==> config.mk <==
export PLATFORM = sky130hd
export DESIGN_NAME = executeRegisters
export DESIGN_NICKNAME = d
export VERILOG_FILES = /design/src/logic/mipsAluPkg.sv /design/src/logic/executeRegisters.sv
export SDC_FILE = /design/constraint.sdc
export NUM_CORES = 1
export LEC_CHECK = 0
export ABC_CLOCK_PERIOD_IN_PS = 2660
export BUFFER_PORTS_ARGS = -buffer_cell sky130_fd_sc_hd__buf_4
export CAP_MARGIN = 20
export CORE_AREA = 2 2 97 99
export CTS_BUF_LIST = sky130_fd_sc_hd__clkbuf_8
export DETAILED_ROUTE_END_ITERATION = 7
export DIE_AREA = 0 0 99 101
export GPL_TIMING_DRIVEN = 0
export HOLD_SLACK_MARGIN = 0.03
export PLACE_DENSITY_LB_ADDON = 0.25
export SETUP_SLACK_MARGIN = 0.4
export SLEW_MARGIN = 15
export SYNTH_ARGS = -nofsm -noshare
export SYNTH_HDL_FRONTEND = slang
export SYNTH_SLANG_ARGS = --single-unit
==> constraint.sdc <==
create_clock -name clk -period 2.66 [get_ports clk]
set_input_delay 0.266 -clock clk [delete_from_list [all_inputs] [get_ports clk]]
set_output_delay 0.266 -clock clk [all_outputs]
set_load 0.01 [all_outputs]
==> src/logic/mipsAluPkg.sv <==
package mipsAluPkg;

    //////////////////////////////
    // ALU operation codes
    //////////////////////////////
    typedef enum logic [4:0] {
        ADD   = 5'b00000,
        ADDU  = 5'b00001,
        SUB   = 5'b00010,
        MULT  = 5'b00011,  // HI:LO only
        MULTU = 5'b00100,  // HI:LO only
        AND   = 5'b00101,
        OR    = 5'b00110,
        NOR   = 5'b00111,
        XOR   = 5'b01000,
        SLL   = 5'b01001,
        SRL   = 5'b01010,
        SLLV  = 5'b01011,
        SLT   = 5'b01100,
        MOVN  = 5'b01101,
        MOVZ  = 5'b01110,
        SRLV  = 5'b01111,
        SRA   = 5'b10000,
        SRAV  = 5'b10001,
        SLTU  = 5'b10010,
        MUL   = 5'b10011,  // Low word of signed product
        MADD  = 5'b10100,
        MSUB  = 5'b10101,
        SEB   = 5'b10110,
        SEH   = 5'b10111,
        MFHI  = 5'b11000,
        MFLO  = 5'b11001,
        NOP   = 5'b11111   // Undefined encodings land here
    } aluOp;

    //////////////////////////////
    // Instruction encodings
    //////////////////////////////
    localparam logic [5:0] OP_SPECIAL  = 6'h00;  // R-type group
    localparam logic [5:0] OP_SPECIAL2 = 6'h1c;  // mul, madd, msub
    localparam logic [5:0] OP_SPECIAL3 = 6'h1f;  // bshfl group

    // SPECIAL function field
    localparam logic [5:0] FN_SLL   = 6'h00;
    localparam logic [5:0] FN_SRL   = 6'h02;
    localparam logic [5:0] FN_SRA   = 6'h03;
    localparam logic [5:0] FN_SLLV  = 6'h04;
    localparam logic [5:0] FN_SRLV  = 6'h06;
    localparam logic [5:0] FN_SRAV  = 6'h07;
    localparam logic [5:0] FN_MOVZ  = 6'h0a;
    localparam logic [5:0] FN_MOVN  = 6'h0b;
    localparam logic [5:0] FN_MFHI  = 6'h10;
    localparam logic [5:0] FN_MFLO  = 6'h12;
    localparam logic [5:0] FN_MULT  = 6'h18;
    localparam logic [5:0] FN_MULTU = 6'h19;
    localparam logic [5:0] FN_ADD   = 6'h20;
    localparam logic [5:0] FN_ADDU  = 6'h21;
    localparam logic [5:0] FN_SUB   = 6'h22;
    localparam logic [5:0] FN_AND   = 6'h24;
    localparam logic [5:0] FN_OR    = 6'h25;
    localparam logic [5:0] FN_XOR   = 6'h26;
    localparam logic [5:0] FN_NOR   = 6'h27;
    localparam logic [5:0] FN_SLT   = 6'h2a;
    localparam logic [5:0] FN_SLTU  = 6'h2b;

    // SPECIAL2 function field
    localparam logic [5:0] FN_MADD  = 6'h00;
    localparam logic [5:0] FN_MUL   = 6'h02;
    localparam logic [5:0] FN_MSUB  = 6'h04;

    // SPECIAL3, shift field picks the variant
    localparam logic [5:0] FN_BSHFL = 6'h20;
    localparam logic [4:0] SA_SEB   = 5'h10;
    localparam logic [4:0] SA_SEH   = 5'h18;

    //////////////////////////////
    // Stage bundles
    //////////////////////////////
    typedef struct packed {
        logic [5:0]  opcode;
        logic [5:0]  funct;
        logic [4:0]  shamt;
        logic [31:0] rsValue;  // A operand
        logic [31:0] rtValue;  // B operand
    } instrFields;

    typedef struct packed {
        logic        regWrite;
        logic [31:0] result;
        logic        zero;     // Result is all zero
    } writebackBundle;

endpackage

==> src/logic/executeRegisters.sv <==
`timescale 1ns/1ps

module executeRegisters (
    input  logic                       clk,
    input  logic                       reset,
    input  logic                       issue,     // One-cycle strobe
    input  logic [31:0]                result,
    input  logic                       regWrite,
    input  logic                       hiLoEn,
    input  logic [63:0]                hiLoNext,
    output logic [63:0]                hiLo,      // Architectural HI:LO
    output logic                       done,
    output mipsAluPkg::writebackBundle wb
);

    logic [31:0] hiReg;
    logic [31:0] loReg;
    logic        resultZero;

    //////////////////////////////
    // HI/LO pair
    //////////////////////////////
    always_ff @(posedge clk) begin
        if (reset) begin
            hiReg <= 32'd0;
            loReg <= 32'd0;
        end else if (issue && hiLoEn) begin
            hiReg <= hiLoNext[63:32];
            loReg <= hiLoNext[31:0];
        end
    end

    assign hiLo = {hiReg, loReg};  // Seen by the next issue

    //////////////////////////////
    // Writeback and done
    //////////////////////////////
    assign resultZero = (result == 32'd0);

    always_ff @(posedge clk) begin
        if (reset) begin
            wb <= '0;
        end else if (issue) begin
            wb.regWrite <= regWrite;
            wb.result   <= result;
            wb.zero     <= resultZero;
        end
    end

    // Done follows every issue by one clock
    always_ff @(posedge clk) begin
        if (reset) begin
            done <= 1'b0;
        end else begin
            done <= issue;
        end
    end

endmodule

==> results.toml <==
[worst_hold_path]
hold_class = "in -> reg"
hold_start = "hiLoNext[6]"

[finish]
nets = 710
regArea_um2 = 1980
diodes = 0
fill_cells = 829
design_area_um2 = 5350
utilization_pct = 59.6
instances_no_fill = 724
drive_above_1_share_pct = 37.8
syn_to_final_growth_pct = 52.1
multiInputGateArea_um2 = 1350

[synthesis]
syn_inst = 401
synth-seq-area-share_pct = 56.3
yosysWarnings = 0
synth_area_per_cell_um2 = 8.78
synthDistinctLibCells = 17
synth_area_um2 = 3520
syn_nets = 502
synth_seq_cells = 99

[worst_setup_path]
crit_type = "reg -> out"
worst-path-stages = 1
rr_worst_depth = 2
max_stage_delay_ps = 370
crit_chain = "buf_4"
reg2reg_to = "wb[20]$_SDFFE_PP0P_"
critPathCapture = "hiLo[23]"
worst_setup_path_end_kind = "output pin"
path_buf_inv = 1
rrSetupSlack_ps = 2010
crit_family = "flip-flops"
cp_data_arrival_time_ps = 840
startpoint = "loReg[23]$_SDFFE_PP0P_"
start_kind = "register"
r2r-start = "wb[20]$_SDFFE_PP0P_"
path_max_fanout = 2
slowest_stage = "dfxtp_1"
crit_required_ps = 2390

[grt]
grt_start_max_net_pins = 16
antenna_found_initial = 0
grt_remaining_overflow = 0
gr-usage-all-layers_pct = 18.7
grt_first_pass_wirelength_mm = 15.2
first_global_vias = 3226

[sta]
slew_headroom_pct = 70.0
finClkSkew_ps = 0
rsz0062_at_grt = "no"
hold_ws_ps = 157
finalCriticalPeriod_ps = 1110
finalCritPeriodShare_pct = 41.7
fin_setup_tns_ps = 0
hold_violations = 0
final_max_slew_viol_count = 0
report.final.setup_viol = 0
tightest_slew_ps = 450
timing.fmax_mhz = 901

[clocking]
post_cts_buffers = 0
tritoncts = "yes"
htreeDepth = 3
cts_resized = 0
path_clk_slew_ps = 90
clock_path_buffers = 2
hold_buffers = 0
clock-sinks = 99
clk_latency_ps = 340
cts_buffers = 9
root_buffer = "clkbuf_8"

[route]
wl_per_cell_um = 13.5
dr.pass1.iters = 5
via_per_inst = 4.68
vias = 3387
drt_iter0_drc = 64
wirelength_mm = 9.76
drcViolationCount = 0
postRouteAntennaNets = 0

[die]
die_w_um = 99
coreArea_um2 = 8980
io_pins = 200
fp.dieArea_um2 = 10000
dieHeight_um = 101
fp-row-count = 35
initial_core_util_pct = 39.2

[place]
dp_hpwl_mm = 7.51
placed_cell_area_um2 = 5140
numPortBuffers = 197
placed_cells = 709
place.gp.congestion = 0.816

[job]
cap_violations = 0

[power_and_ir_drop]
power_density_nw_per_um2 = 579
ir_drop_v = 0.000330
leakage_nw = 2.51

[outcome]
outcome = "complete, no violations"
## cells in the mapped netlist (all sizes together)
cell type	count	area share (%)
clkbuf	7	0.75
and2	1	0.18
mux2i	33	9.4
nor4	8	1.4
inv	1	0.11
buf	21	4.5
nand4	2	0.36
nand3b	1	0.21
nand2	129	14
a21oi	64	9.1
nor2	34	3.6
o41ai	1	0.25
dfxtp	99	56
## routing by layer
layer / up-vias / track usage, % / part of all wire, %
li1: 1718 / - / -
met1: 1511 / 22.6 / 42
met2: 145 / 31.8 / 48
met3: 13 / 5.69 / 9.2
met4: 0 / 6.11 / 1.4
met5: - / 0 / 0
## layout by cell type, fill, tap and decap left out
cell / netlist / final
a21oi_1: 64 / 64
and2_1: 1 / 1
buf_1: 1 / 1
buf_2: 9 / 9
buf_4: 4 / 201
buf_6: 7 / 7
bufinv_16: 0 / 2
clkbuf_1: 7 / 7
clkbuf_8: 0 / 10
clkinvlp_4: 0 / 2
dfxtp_1: 99 / 99
inv_1: 1 / 2
mux2i_1: 33 / 33
nand2_1: 128 / 128
nand2_2: 1 / 1
nand3b_1: 1 / 1
nand4_1: 2 / 2
nor2_1: 34 / 34
nor4_1: 8 / 8
o41ai_1: 1 / 1
## state kept, by name, summed over array words and instances (netlist names)
name / cells
done: 1
hiReg: 32
loReg: 32
wb: 34
## stage by stage
stage	power [W]	setup WS [ps]
2_1_floorplan	0.00182	1610
6_report	0.00310	1550
4_1_cts	0.00314	1530
3_5_place_dp	0.00210	1370
3_3_place_gp	0.00209	1370
5_1_grt	0.00324	1490
## cells by family after synthesis
logic type      Yosys count  synth area share (%)
compound gates           65                  9.35
buf+inv                  29                  5.33
flops                    99                  56.3
mux                      33                  9.39
simple gates            175                  19.6
## report_power, final
part | switching (W) | leakage (nW) | internal, W
Sequential | 0.0000394 | 0.812 | 0.00156
Combinational | 0.000210 | 1.59 | 0.000255
Clock | 0.000491 | 0.106 | 0.000548
## cell type report
type | instances | area share, %
buffer | 28 | 3.44
clock buffer | 10 | 2.57
clock inverter | 5 | 1.47
inverter | 1 | 0.0701
multi-input combinational | 273 | 25.2
sequential | 99 | 37.0
tap | 111 | 2.59
timing repair buffer | 197 | 27.6
## worst min path at each step
| stage | to | slack [ps] | cells after the start |
|---|---|---|---|
| final | loReg[6]$_SDFFE_PP0P_ | 160 | 3 |
| after global routing | loReg[18]$_SDFFE_PP0P_ | 130 | 3 |
| after CTS | hiReg[23]$_SDFFE_PP0P_ | 130 | 3 |
| after detailed placement | loReg[18]$_SDFFE_PP0P_ | 450 | 2 |
| after global placement | loReg[25]$_SDFFE_PP0P_ | 440 | 2 |
| after floorplan | hiReg[0]$_SDFFE_PP0P_ | 400 | 2 |
## worst reg2reg max path, cell delays in order, from the launching register on
cell     delay [ps]
dfxtp_1         330
mux2i_1         140
nor2_1           60
Power figures use the tool's default switching activity.
