File: src/logic/mipsAluPkg.sv
package mipsAluPkg;

    //////////////////////////////
    // ALU operation codes
    //////////////////////////////
    typedef enum logic [4:0] {
        ADD   = 5'b00000,
        ADDU  = 5'b00001,
        SUB   = 5'b00010,
        MULT  = 5'b00011,  // HI:LO only
        MULTU = 5'b00100,  // HI:LO only
        AND   = 5'b00101,
        OR    = 5'b00110,
        NOR   = 5'b00111,
        XOR   = 5'b01000,
        SLL   = 5'b01001,
        SRL   = 5'b01010,
        SLLV  = 5'b01011,
        SLT   = 5'b01100,
        MOVN  = 5'b01101,
        MOVZ  = 5'b01110,
        SRLV  = 5'b01111,
        SRA   = 5'b10000,
        SRAV  = 5'b10001,
        SLTU  = 5'b10010,
        MUL   = 5'b10011,  // Low word of signed product
        MADD  = 5'b10100,
        MSUB  = 5'b10101,
        SEB   = 5'b10110,
        SEH   = 5'b10111,
        MFHI  = 5'b11000,
        MFLO  = 5'b11001,
        NOP   = 5'b11111   // Undefined encodings land here
    } aluOp;

    //////////////////////////////
    // Instruction encodings
    //////////////////////////////
    localparam logic [5:0] OP_SPECIAL  = 6'h00;  // R-type group
    localparam logic [5:0] OP_SPECIAL2 = 6'h1c;  // mul, madd, msub
    localparam logic [5:0] OP_SPECIAL3 = 6'h1f;  // bshfl group

    // SPECIAL function field
    localparam logic [5:0] FN_SLL   = 6'h00;
    localparam logic [5:0] FN_SRL   = 6'h02;
    localparam logic [5:0] FN_SRA   = 6'h03;
    localparam logic [5:0] FN_SLLV  = 6'h04;
    localparam logic [5:0] FN_SRLV  = 6'h06;
    localparam logic [5:0] FN_SRAV  = 6'h07;
    localparam logic [5:0] FN_MOVZ  = 6'h0a;
    localparam logic [5:0] FN_MOVN  = 6'h0b;
    localparam logic [5:0] FN_MFHI  = 6'h10;
    localparam logic [5:0] FN_MFLO  = 6'h12;
    localparam logic [5:0] FN_MULT  = 6'h18;
    localparam logic [5:0] FN_MULTU = 6'h19;
    localparam logic [5:0] FN_ADD   = 6'h20;
    localparam logic [5:0] FN_ADDU  = 6'h21;
    localparam logic [5:0] FN_SUB   = 6'h22;
    localparam logic [5:0] FN_AND   = 6'h24;
    localparam logic [5:0] FN_OR    = 6'h25;
    localparam logic [5:0] FN_XOR   = 6'h26;
    localparam logic [5:0] FN_NOR   = 6'h27;
    localparam logic [5:0] FN_SLT   = 6'h2a;
    localparam logic [5:0] FN_SLTU  = 6'h2b;

    // SPECIAL2 function field
    localparam logic [5:0] FN_MADD  = 6'h00;
    localparam logic [5:0] FN_MUL   = 6'h02;
    localparam logic [5:0] FN_MSUB  = 6'h04;

    // SPECIAL3, shift field picks the variant
    localparam logic [5:0] FN_BSHFL = 6'h20;
    localparam logic [4:0] SA_SEB   = 5'h10;
    localparam logic [4:0] SA_SEH   = 5'h18;

    //////////////////////////////
    // Stage bundles
    //////////////////////////////
    typedef struct packed {
        logic [5:0]  opcode;
        logic [5:0]  funct;
        logic [4:0]  shamt;
        logic [31:0] rsValue;  // A operand
        logic [31:0] rtValue;  // B operand
    } instrFields;

    typedef struct packed {
        logic        regWrite;
        logic [31:0] result;
        logic        zero;     // Result is all zero
    } writebackBundle;

endpackage

File: src/logic/aluControl.sv
`timescale 1ns/1ps

module aluControl (
    input  logic [5:0]       opcode,
    input  logic [5:0]       funct,
    input  logic [4:0]       shamt,
    output mipsAluPkg::aluOp op
);
    import mipsAluPkg::*;

    aluOp specialOp;   // R-type decode
    aluOp special2Op;  // Multiply-accumulate group
    aluOp special3Op;  // Sign-extend group

    //////////////////////////////
    // SPECIAL function decode
    //////////////////////////////
    always_comb begin
        case (funct)
            FN_SLL:   specialOp = SLL;
            FN_SRL:   specialOp = SRL;   // Rotate form not decoded
            FN_SRA:   specialOp = SRA;
            FN_SLLV:  specialOp = SLLV;
            FN_SRLV:  specialOp = SRLV;
            FN_SRAV:  specialOp = SRAV;
            FN_MOVZ:  specialOp = MOVZ;
            FN_MOVN:  specialOp = MOVN;
            FN_MFHI:  specialOp = MFHI;
            FN_MFLO:  specialOp = MFLO;
            FN_MULT:  specialOp = MULT;
            FN_MULTU: specialOp = MULTU;
            FN_ADD:   specialOp = ADD;   // No overflow trap
            FN_ADDU:  specialOp = ADDU;
            FN_SUB:   specialOp = SUB;
            FN_AND:   specialOp = AND;
            FN_OR:    specialOp = OR;
            FN_XOR:   specialOp = XOR;
            FN_NOR:   specialOp = NOR;
            FN_SLT:   specialOp = SLT;
            FN_SLTU:  specialOp = SLTU;
            default:  specialOp = NOP;
        endcase
    end

    //////////////////////////////
    // SPECIAL2 function decode
    //////////////////////////////
    always_comb begin
        case (funct)
            FN_MADD: special2Op = MADD;
            FN_MUL:  special2Op = MUL;
            FN_MSUB: special2Op = MSUB;
            default: special2Op = NOP;
        endcase
    end

    //////////////////////////////
    // SPECIAL3 bshfl decode
    //////////////////////////////
    always_comb begin
        special3Op = NOP;
        if (funct == FN_BSHFL) begin
            // Shift field selects byte or halfword
            case (shamt)
                SA_SEB:  special3Op = SEB;
                SA_SEH:  special3Op = SEH;
                default: special3Op = NOP;
            endcase
        end
    end

    // Opcode picks the group
    always_comb begin
        case (opcode)
            OP_SPECIAL:  op = specialOp;
            OP_SPECIAL2: op = special2Op;
            OP_SPECIAL3: op = special3Op;
            default:     op = NOP;  // Immediates and branches not handled here
        endcase
    end

endmodule

File: config.mk
export PLATFORM = sky130hd
export DESIGN_NAME = aluControl
export DESIGN_NICKNAME = d
export VERILOG_FILES = /design/src/logic/mipsAluPkg.sv /design/src/logic/aluControl.sv
export SDC_FILE = /design/constraint.sdc
export NUM_CORES = 1
export LEC_CHECK = 0
export BUFFER_PORTS_ARGS = -buffer_cell sky130_fd_sc_hd__buf_2
export CORE_MARGIN = 10
export CORE_UTILIZATION = 45
export DETAILED_ROUTE_END_ITERATION = 10
export GPL_ROUTABILITY_DRIVEN = 0
export PLACE_DENSITY = 0.84
export RECOVER_POWER = 50
export REMOVE_ABC_BUFFERS = 1
export SYNTH_ARGS = -nofsm -noshare
export SYNTH_HDL_FRONTEND = slang
export SYNTH_SLANG_ARGS = --single-unit
File: constraint.sdc
create_clock -name vclk -period 1.9
set_input_delay 0.19 -clock vclk [all_inputs]
set_output_delay 0.19 -clock vclk [all_outputs]
set_load 0.01 [all_outputs]
==> results of run 1 <==
==> layout make-up <==
cell class	instances	area (µm²)	area share, %
multi-input cells	80	589	78.8
well taps	15	18.8	2.51
repair buffers	24	125	16.7
inverters	4	15.0	2.01
==> power by group through the flow <==
stage          Clock, mW  Sequential [mW]  Combinational (mW)
2_1_floorplan          0                0              0.0666
3_3_place_gp           0                0               0.121
3_5_place_dp           0                0               0.124
4_1_cts                0                0               0.125
5_1_grt                0                0               0.143
6_report               0                0               0.129
==> critical path, delay by kind of cell <==
family / cells / cell delay, ns
compound gates: 3 / 0.55
fa+ha+maj: 1 / 0.32
buf+inv: 3 / 0.43
simple gates: 1 / 0.12
==> kinds of logic (layout without fill, tap and decap cells) <==
logic type      count (synthesis)  in the layout
fa+ha+maj                       6              6
compound gates                 30             30
simple gates                   38             38
buf+inv                         8             28
xor+xnor                        2              2
mux                             4              4
==> worst max path at each step <==
stage            end  slack (ns)  cells after the start
2_1_floorplan  op[0]        0.42                      6
3_3_place_gp   op[3]        0.14                      8
3_5_place_dp   op[0]        0.11                      8
4_1_cts        op[0]        0.11                      8
5_1_grt        op[0]      -0.006                      8
6_report       op[0]        0.09                      8
==> per-stage QoR <==
| step | cell area (µm²) | hold WS [ns] | setup slack [ns] |
|---|---|---|---|
| after floorplan | 593 | 0.502 | 0.418 |
| after global placement | 737 | 0.732 | 0.139 |
| after detailed placement | 737 | 0.733 | 0.109 |
| after CTS | 737 | 0.734 | 0.107 |
| after global routing | 748 | 0.784 | -0.00558 |
| final | 748 | 0.739 | 0.0913 |
==> routing by layer <==
| layer | GRT usage (%) | up-vias | part of all wire (%) |
|---|---|---|---|
| li1 | - | 375 | - |
| met5 | 0 | - | 0 |
| met3 | 2.21 | 2 | 10 |
| met4 | 1.34 | 0 | 0.87 |
| met1 | 12.3 | 326 | 42 |
| met2 | 17.8 | 42 | 47 |
==> layout by cell type, fill, tap and decap left out, types with 2 or more instances in the layout <==
| master | synthesis | routed |
|---|---|---|
| a21oi_1 | 6 | 6 |
| a22oi_1 | 3 | 3 |
| a311oi_1 | 4 | 3 |
| buf_2 | 0 | 22 |
| buf_4 | 2 | 2 |
| ha_1 | 6 | 6 |
| inv_1 | 4 | 4 |
| mux2i_1 | 4 | 4 |
| nand2_1 | 8 | 8 |
| nand2b_1 | 3 | 3 |
| nand4b_1 | 2 | 2 |
| nor2_1 | 7 | 7 |
| nor2b_1 | 3 | 3 |
| nor3_1 | 3 | 3 |
| o211ai_1 | 3 | 3 |
| o21ai_0 | 3 | 3 |
| o21ai_1 | 3 | 3 |
==> results.py, run 1 <==
metrics = {
    "status": {
        "status": "finished, final reports clean",
    },
    "critical_path": {
        "cp_cell_sequence": "buf_2 -> inv_1 -> ha_1 -> and2_1 -> o21ai_0 -> a311oi_1 -> o211ai_1 -> buf_2",
        "path_common_cell": "buf_2",
        "critPathKind": "primary input to output pin",
        "endpoint_kind": "output pin",
        "required_ns": 1.71,
        "cp.arrival_ns": 1.62,
        "crit_path_start_kind": "primary input",
        "slowest_stage": "a311oi_1",
        "cp_slowest_stage_delay_ns": 0.33,
        "startpoint": "funct[0]",
        "path_max_fanout": 8,
    },
    "route": {
        "wl_per_cell_um": 14.9,
        "drtIter0Drc": 37,
        "antenna_left": 0,
        "vias_per_cell": 6.06,
        "num_vias": 745,
        "wl_mm": 1.83,
        "drc_errors": 0,
        "firstDrtPassIters": 4,
    },
    "logic_synthesis": {
        "synth_compound_area_share_pct": 32.6,
        "ys_top_cells_by_count": "8 x nand2_1, 7 x nor2_1, 6 x a21oi_1, 6 x ha_1",
        "synth_cell_types": 40,
        "avgSynthCellArea_um2": 7.11,
        "syn_inst": 88,
        "netlist_area_um2": 626,
        "synth-xor-area-share_pct": 2.80,
        "muxShareOfSynthArea_pct": 6.40,
        "synth_area_leader_cell": "ha_1",
        "yosys.area_share.simple_pct": 38.6,
        "synth_top_area_share_pct": 12.0,
        "synth_fa_ha_area_share_pct": 12.0,
        "synth_top_family_by_area": "simple AND/OR/NAND/NOR gates",
        "synth_area_leaders": "ha_1 12%, mux2i_1 6.4%, a311oi_1 5.6%, a21oi_1 4.8%, nand2_1 4.8%",
        "synth.yosys.seq_area_share_pct": 0,
        "ys_warn_count": 0,
        "synth_most_common_cell": "nand2_1",
    },
    "clock_network": {
        "cts_setup_buffers": 0,
        "ctsResizeCount": 0,
        "cts_hold_buf": 0,
    },
    "grt": {
        "antenna_found_initial": 0,
        "grt_remaining_overflow": 0,
        "grt_pass1_vias": 699,
        "grt_max_degree": 18,
        "track_usage_pct": 10.1,
        "grt_pass1_wl_mm": 3.00,
    },
    "pwr": {
        "internal-power_uw": 55.1,
        "p_leak_nw": 0.306,
        "total_power_uw": 129,
        "power_switching_uw": 73.5,
        "p_seq_share_pct": 0,
        "irDropWorstVdd_uv": 82.1,
        "p_clk_share_pct": 0,
        "combPwrFrac_pct": 100.0,
        "swShare_pct": 57.1,
        "powerDensity_nw_per_um2": 172,
    },
    "worst_hold_path": {
        "worst_hold_path.endpoint": "op[0]",
        "holdPathStages": 4,
        "min_from": "shamt[3]",
        "hold_class": "primary input to output pin",
    },
    "floorplan": {
        "fp.dieArea_um2": 3280,
        "coreArea_um2": 1300,
        "fp.dieH_um": 57.3,
        "die_x_um": 57.3,
        "start_util_pct": 48.1,
        "pin_count": 22,
        "rows": 13,
    },
    "sta": {
        "finalSetupTns_ns": 0,
        "worstMarginPinSlew_ns": 0.407,
        "report.final.slew_viol_count": 0,
        "fmax_ghz": 0.553,
        "hold_viol": 0,
        "maxSlewHeadroom_pct": 72.7,
        "setup_viol": 0,
        "period_needed_ns": 1.81,
        "fin_crit_sh_pct": 95.2,
    },
    "final_layout": {
        "seq_cell_count": 0,
        "seqCellArea_um2": 0,
        "fin_cells": 123,
        "antenna_cells": 0,
        "layout-drive-gt1-share_pct": 29.6,
        "clkbuf_count": 0,
        "fillCellCount": 133,
        "final_nets": 133,
        "final_util_pct": 57.5,
        "syn_to_final_growth_pct": 19.6,
    },
    "placement": {
        "hpwl_mm": 1.51,
        "portBuffers": 22,
        "dp.cells": 123,
    },
    "job": {
        "cap_violations": 0,
    },
}
Power figures use the tool's default switching activity.
==> run 2: changes to the inputs <==
Settings changed: RECOVER_POWER 50 to 100.
==> run 2 against run 1 <==
  * Core utilization unchanged
  * Non-clock buffer count unchanged
  * Setup slack better by 0.039 ns
  * Critical path depth unchanged
  * Fmax up 2.2%
  * First-iteration DRC count unchanged
==> results.py, run 2 (same netlist as run 1, synthesis figures left out) <==
metrics = {
    "status": {
        "status": "finished, final reports clean",
    },
    "critical_path": {
        "cp.depth": 8,
        "slowest_stage": "ha_1",
        "critPathKind": "primary input to output pin",
        "path_common_cell": "buf_2",
        "startpoint": "funct[0]",
        "timing.critical_path.buf_inv": 3,
        "cp_slowest_stage_delay_ns": 0.32,
        "cp_cell_sequence": "buf_2 -> inv_1 -> ha_1 -> and2_1 -> o21ai_0 -> a311oi_1 -> o211ai_1 -> buf_2",
        "endpoint": "op[0]",
        "endpoint_kind": "output pin",
        "path_max_fanout": 8,
        "crit_family": "compound AO/OA/AOI/OAI gates",
        "crit_path_start_kind": "primary input",
        "cp.arrival_ns": 1.58,
        "required_ns": 1.71,
    },
    "sta": {
        "report.final.slew_viol_count": 0,
        "fin_crit_sh_pct": 93.1,
        "maxSlewHeadroom_pct": 72.6,
        "hold_slack_ns": 0.739,
        "fmax_ghz": 0.565,
        "period_needed_ns": 1.77,
        "setup_viol": 0,
        "hold_viol": 0,
        "worstMarginPinSlew_ns": 0.408,
    },
    "floorplan": {
        "fp.dieArea_um2": 3280,
        "rows": 13,
        "pin_count": 22,
        "start_util_pct": 48.1,
        "fp.dieH_um": 57.3,
        "die_x_um": 57.3,
        "coreArea_um2": 1300,
    },
    "job": {
        "cap_violations": 0,
    },
    "pwr": {
        "power_switching_uw": 73.5,
        "internal-power_uw": 55.1,
        "irDropWorstVdd_uv": 82.0,
        "p_leak_nw": 0.306,
        "swShare_pct": 57.1,
        "p_clk_share_pct": 0,
        "powerDensity_nw_per_um2": 172,
        "p_seq_share_pct": 0,
        "combPwrFrac_pct": 100.0,
    },
    "route": {
        "drtIter0Drc": 37,
        "vias_per_cell": 6.06,
        "wl_mm": 1.83,
        "antenna_left": 0,
        "drc_errors": 0,
        "firstDrtPassIters": 4,
        "wl_per_cell_um": 14.9,
        "num_vias": 745,
    },
    "final_layout": {
        "layout-drive-gt1-share_pct": 29.6,
        "multi_input_area_um2": 589,
        "fillCellCount": 133,
        "fin_cells": 123,
        "clkbuf_count": 0,
        "final_nets": 133,
        "antenna_cells": 0,
        "syn_to_final_growth_pct": 19.6,
        "final_common_cell": "buf_2",
        "seq_cell_count": 0,
        "final_cell_mix": "22 x buf_2, 8 x nand2_1, 7 x nor2_1",
        "final_util_pct": 57.5,
        "seqCellArea_um2": 0,
    },
    "grt": {
        "grt_pass1_wl_mm": 3.00,
        "antenna_found_initial": 0,
        "track_usage_pct": 10.1,
        "grt_max_degree": 18,
        "grt_remaining_overflow": 0,
        "grt_pass1_vias": 699,
    },
    "placement": {
        "portBuffers": 22,
        "dp.cells": 123,
        "hpwl_mm": 1.51,
    },
    "clock_network": {
        "ctsResizeCount": 0,
        "cts_setup_buffers": 0,
        "cts_hold_buf": 0,
    },
    "worst_hold_path": {
        "hold_class": "primary input to output pin",
    },
}
## run 2: how the worst min path moves through the flow
stage	cells past startpoint	start	slack, ns	to
5_1_grt	4	opcode[2]	0.78	op[4]
3_5_place_dp	4	shamt[3]	0.73	op[0]
3_3_place_gp	4	shamt[3]	0.73	op[0]
2_1_floorplan	2	opcode[3]	0.50	op[4]
6_report	4	shamt[3]	0.74	op[0]
4_1_cts	4	shamt[3]	0.73	op[0]
## run 2: layout make-up
class,instances,share of cell area (%)
multi-input cells,80,78.8
inverters,4,2.01
well taps,15,2.51
repair buffers,24,16.7
## run 2: per-layer routing
metal / track usage (%) / up-vias / share of wire, %
met5: 0 / - / 0
met4: 1.34 / 0 / 0.88
met3: 2.21 / 2 / 9.6
met2: 17.8 / 40 / 47
met1: 12.3 / 328 / 43
li1: - / 375 / -
## run 2: power groups by stage
stage          registers, mW  clock network [mW]  logic, mW
2_1_floorplan              0                   0     0.0666
3_3_place_gp               0                   0      0.121
3_5_place_dp               0                   0      0.124
4_1_cts                    0                   0      0.125
5_1_grt                    0                   0      0.143
6_report                   0                   0      0.129
## run 2: tightest hold or removal path, cell delays in order
cell and delay (ns):
buf_2 0.07, a22oi_1 0.06, o211ai_1 0.08, buf_2 0.14
## run 2: stage by stage
step	setup slack, ns	setup TNS [ns]	power [mW]	instance area, µm²
finish	0.131	0	0.129	748
global placement	0.139	0	0.121	737
floorplan	0.418	0	0.0666	593
detailed placement	0.109	0	0.124	737
global route	-0.00558	-0.00558	0.143	748
CTS	0.107	0	0.125	737
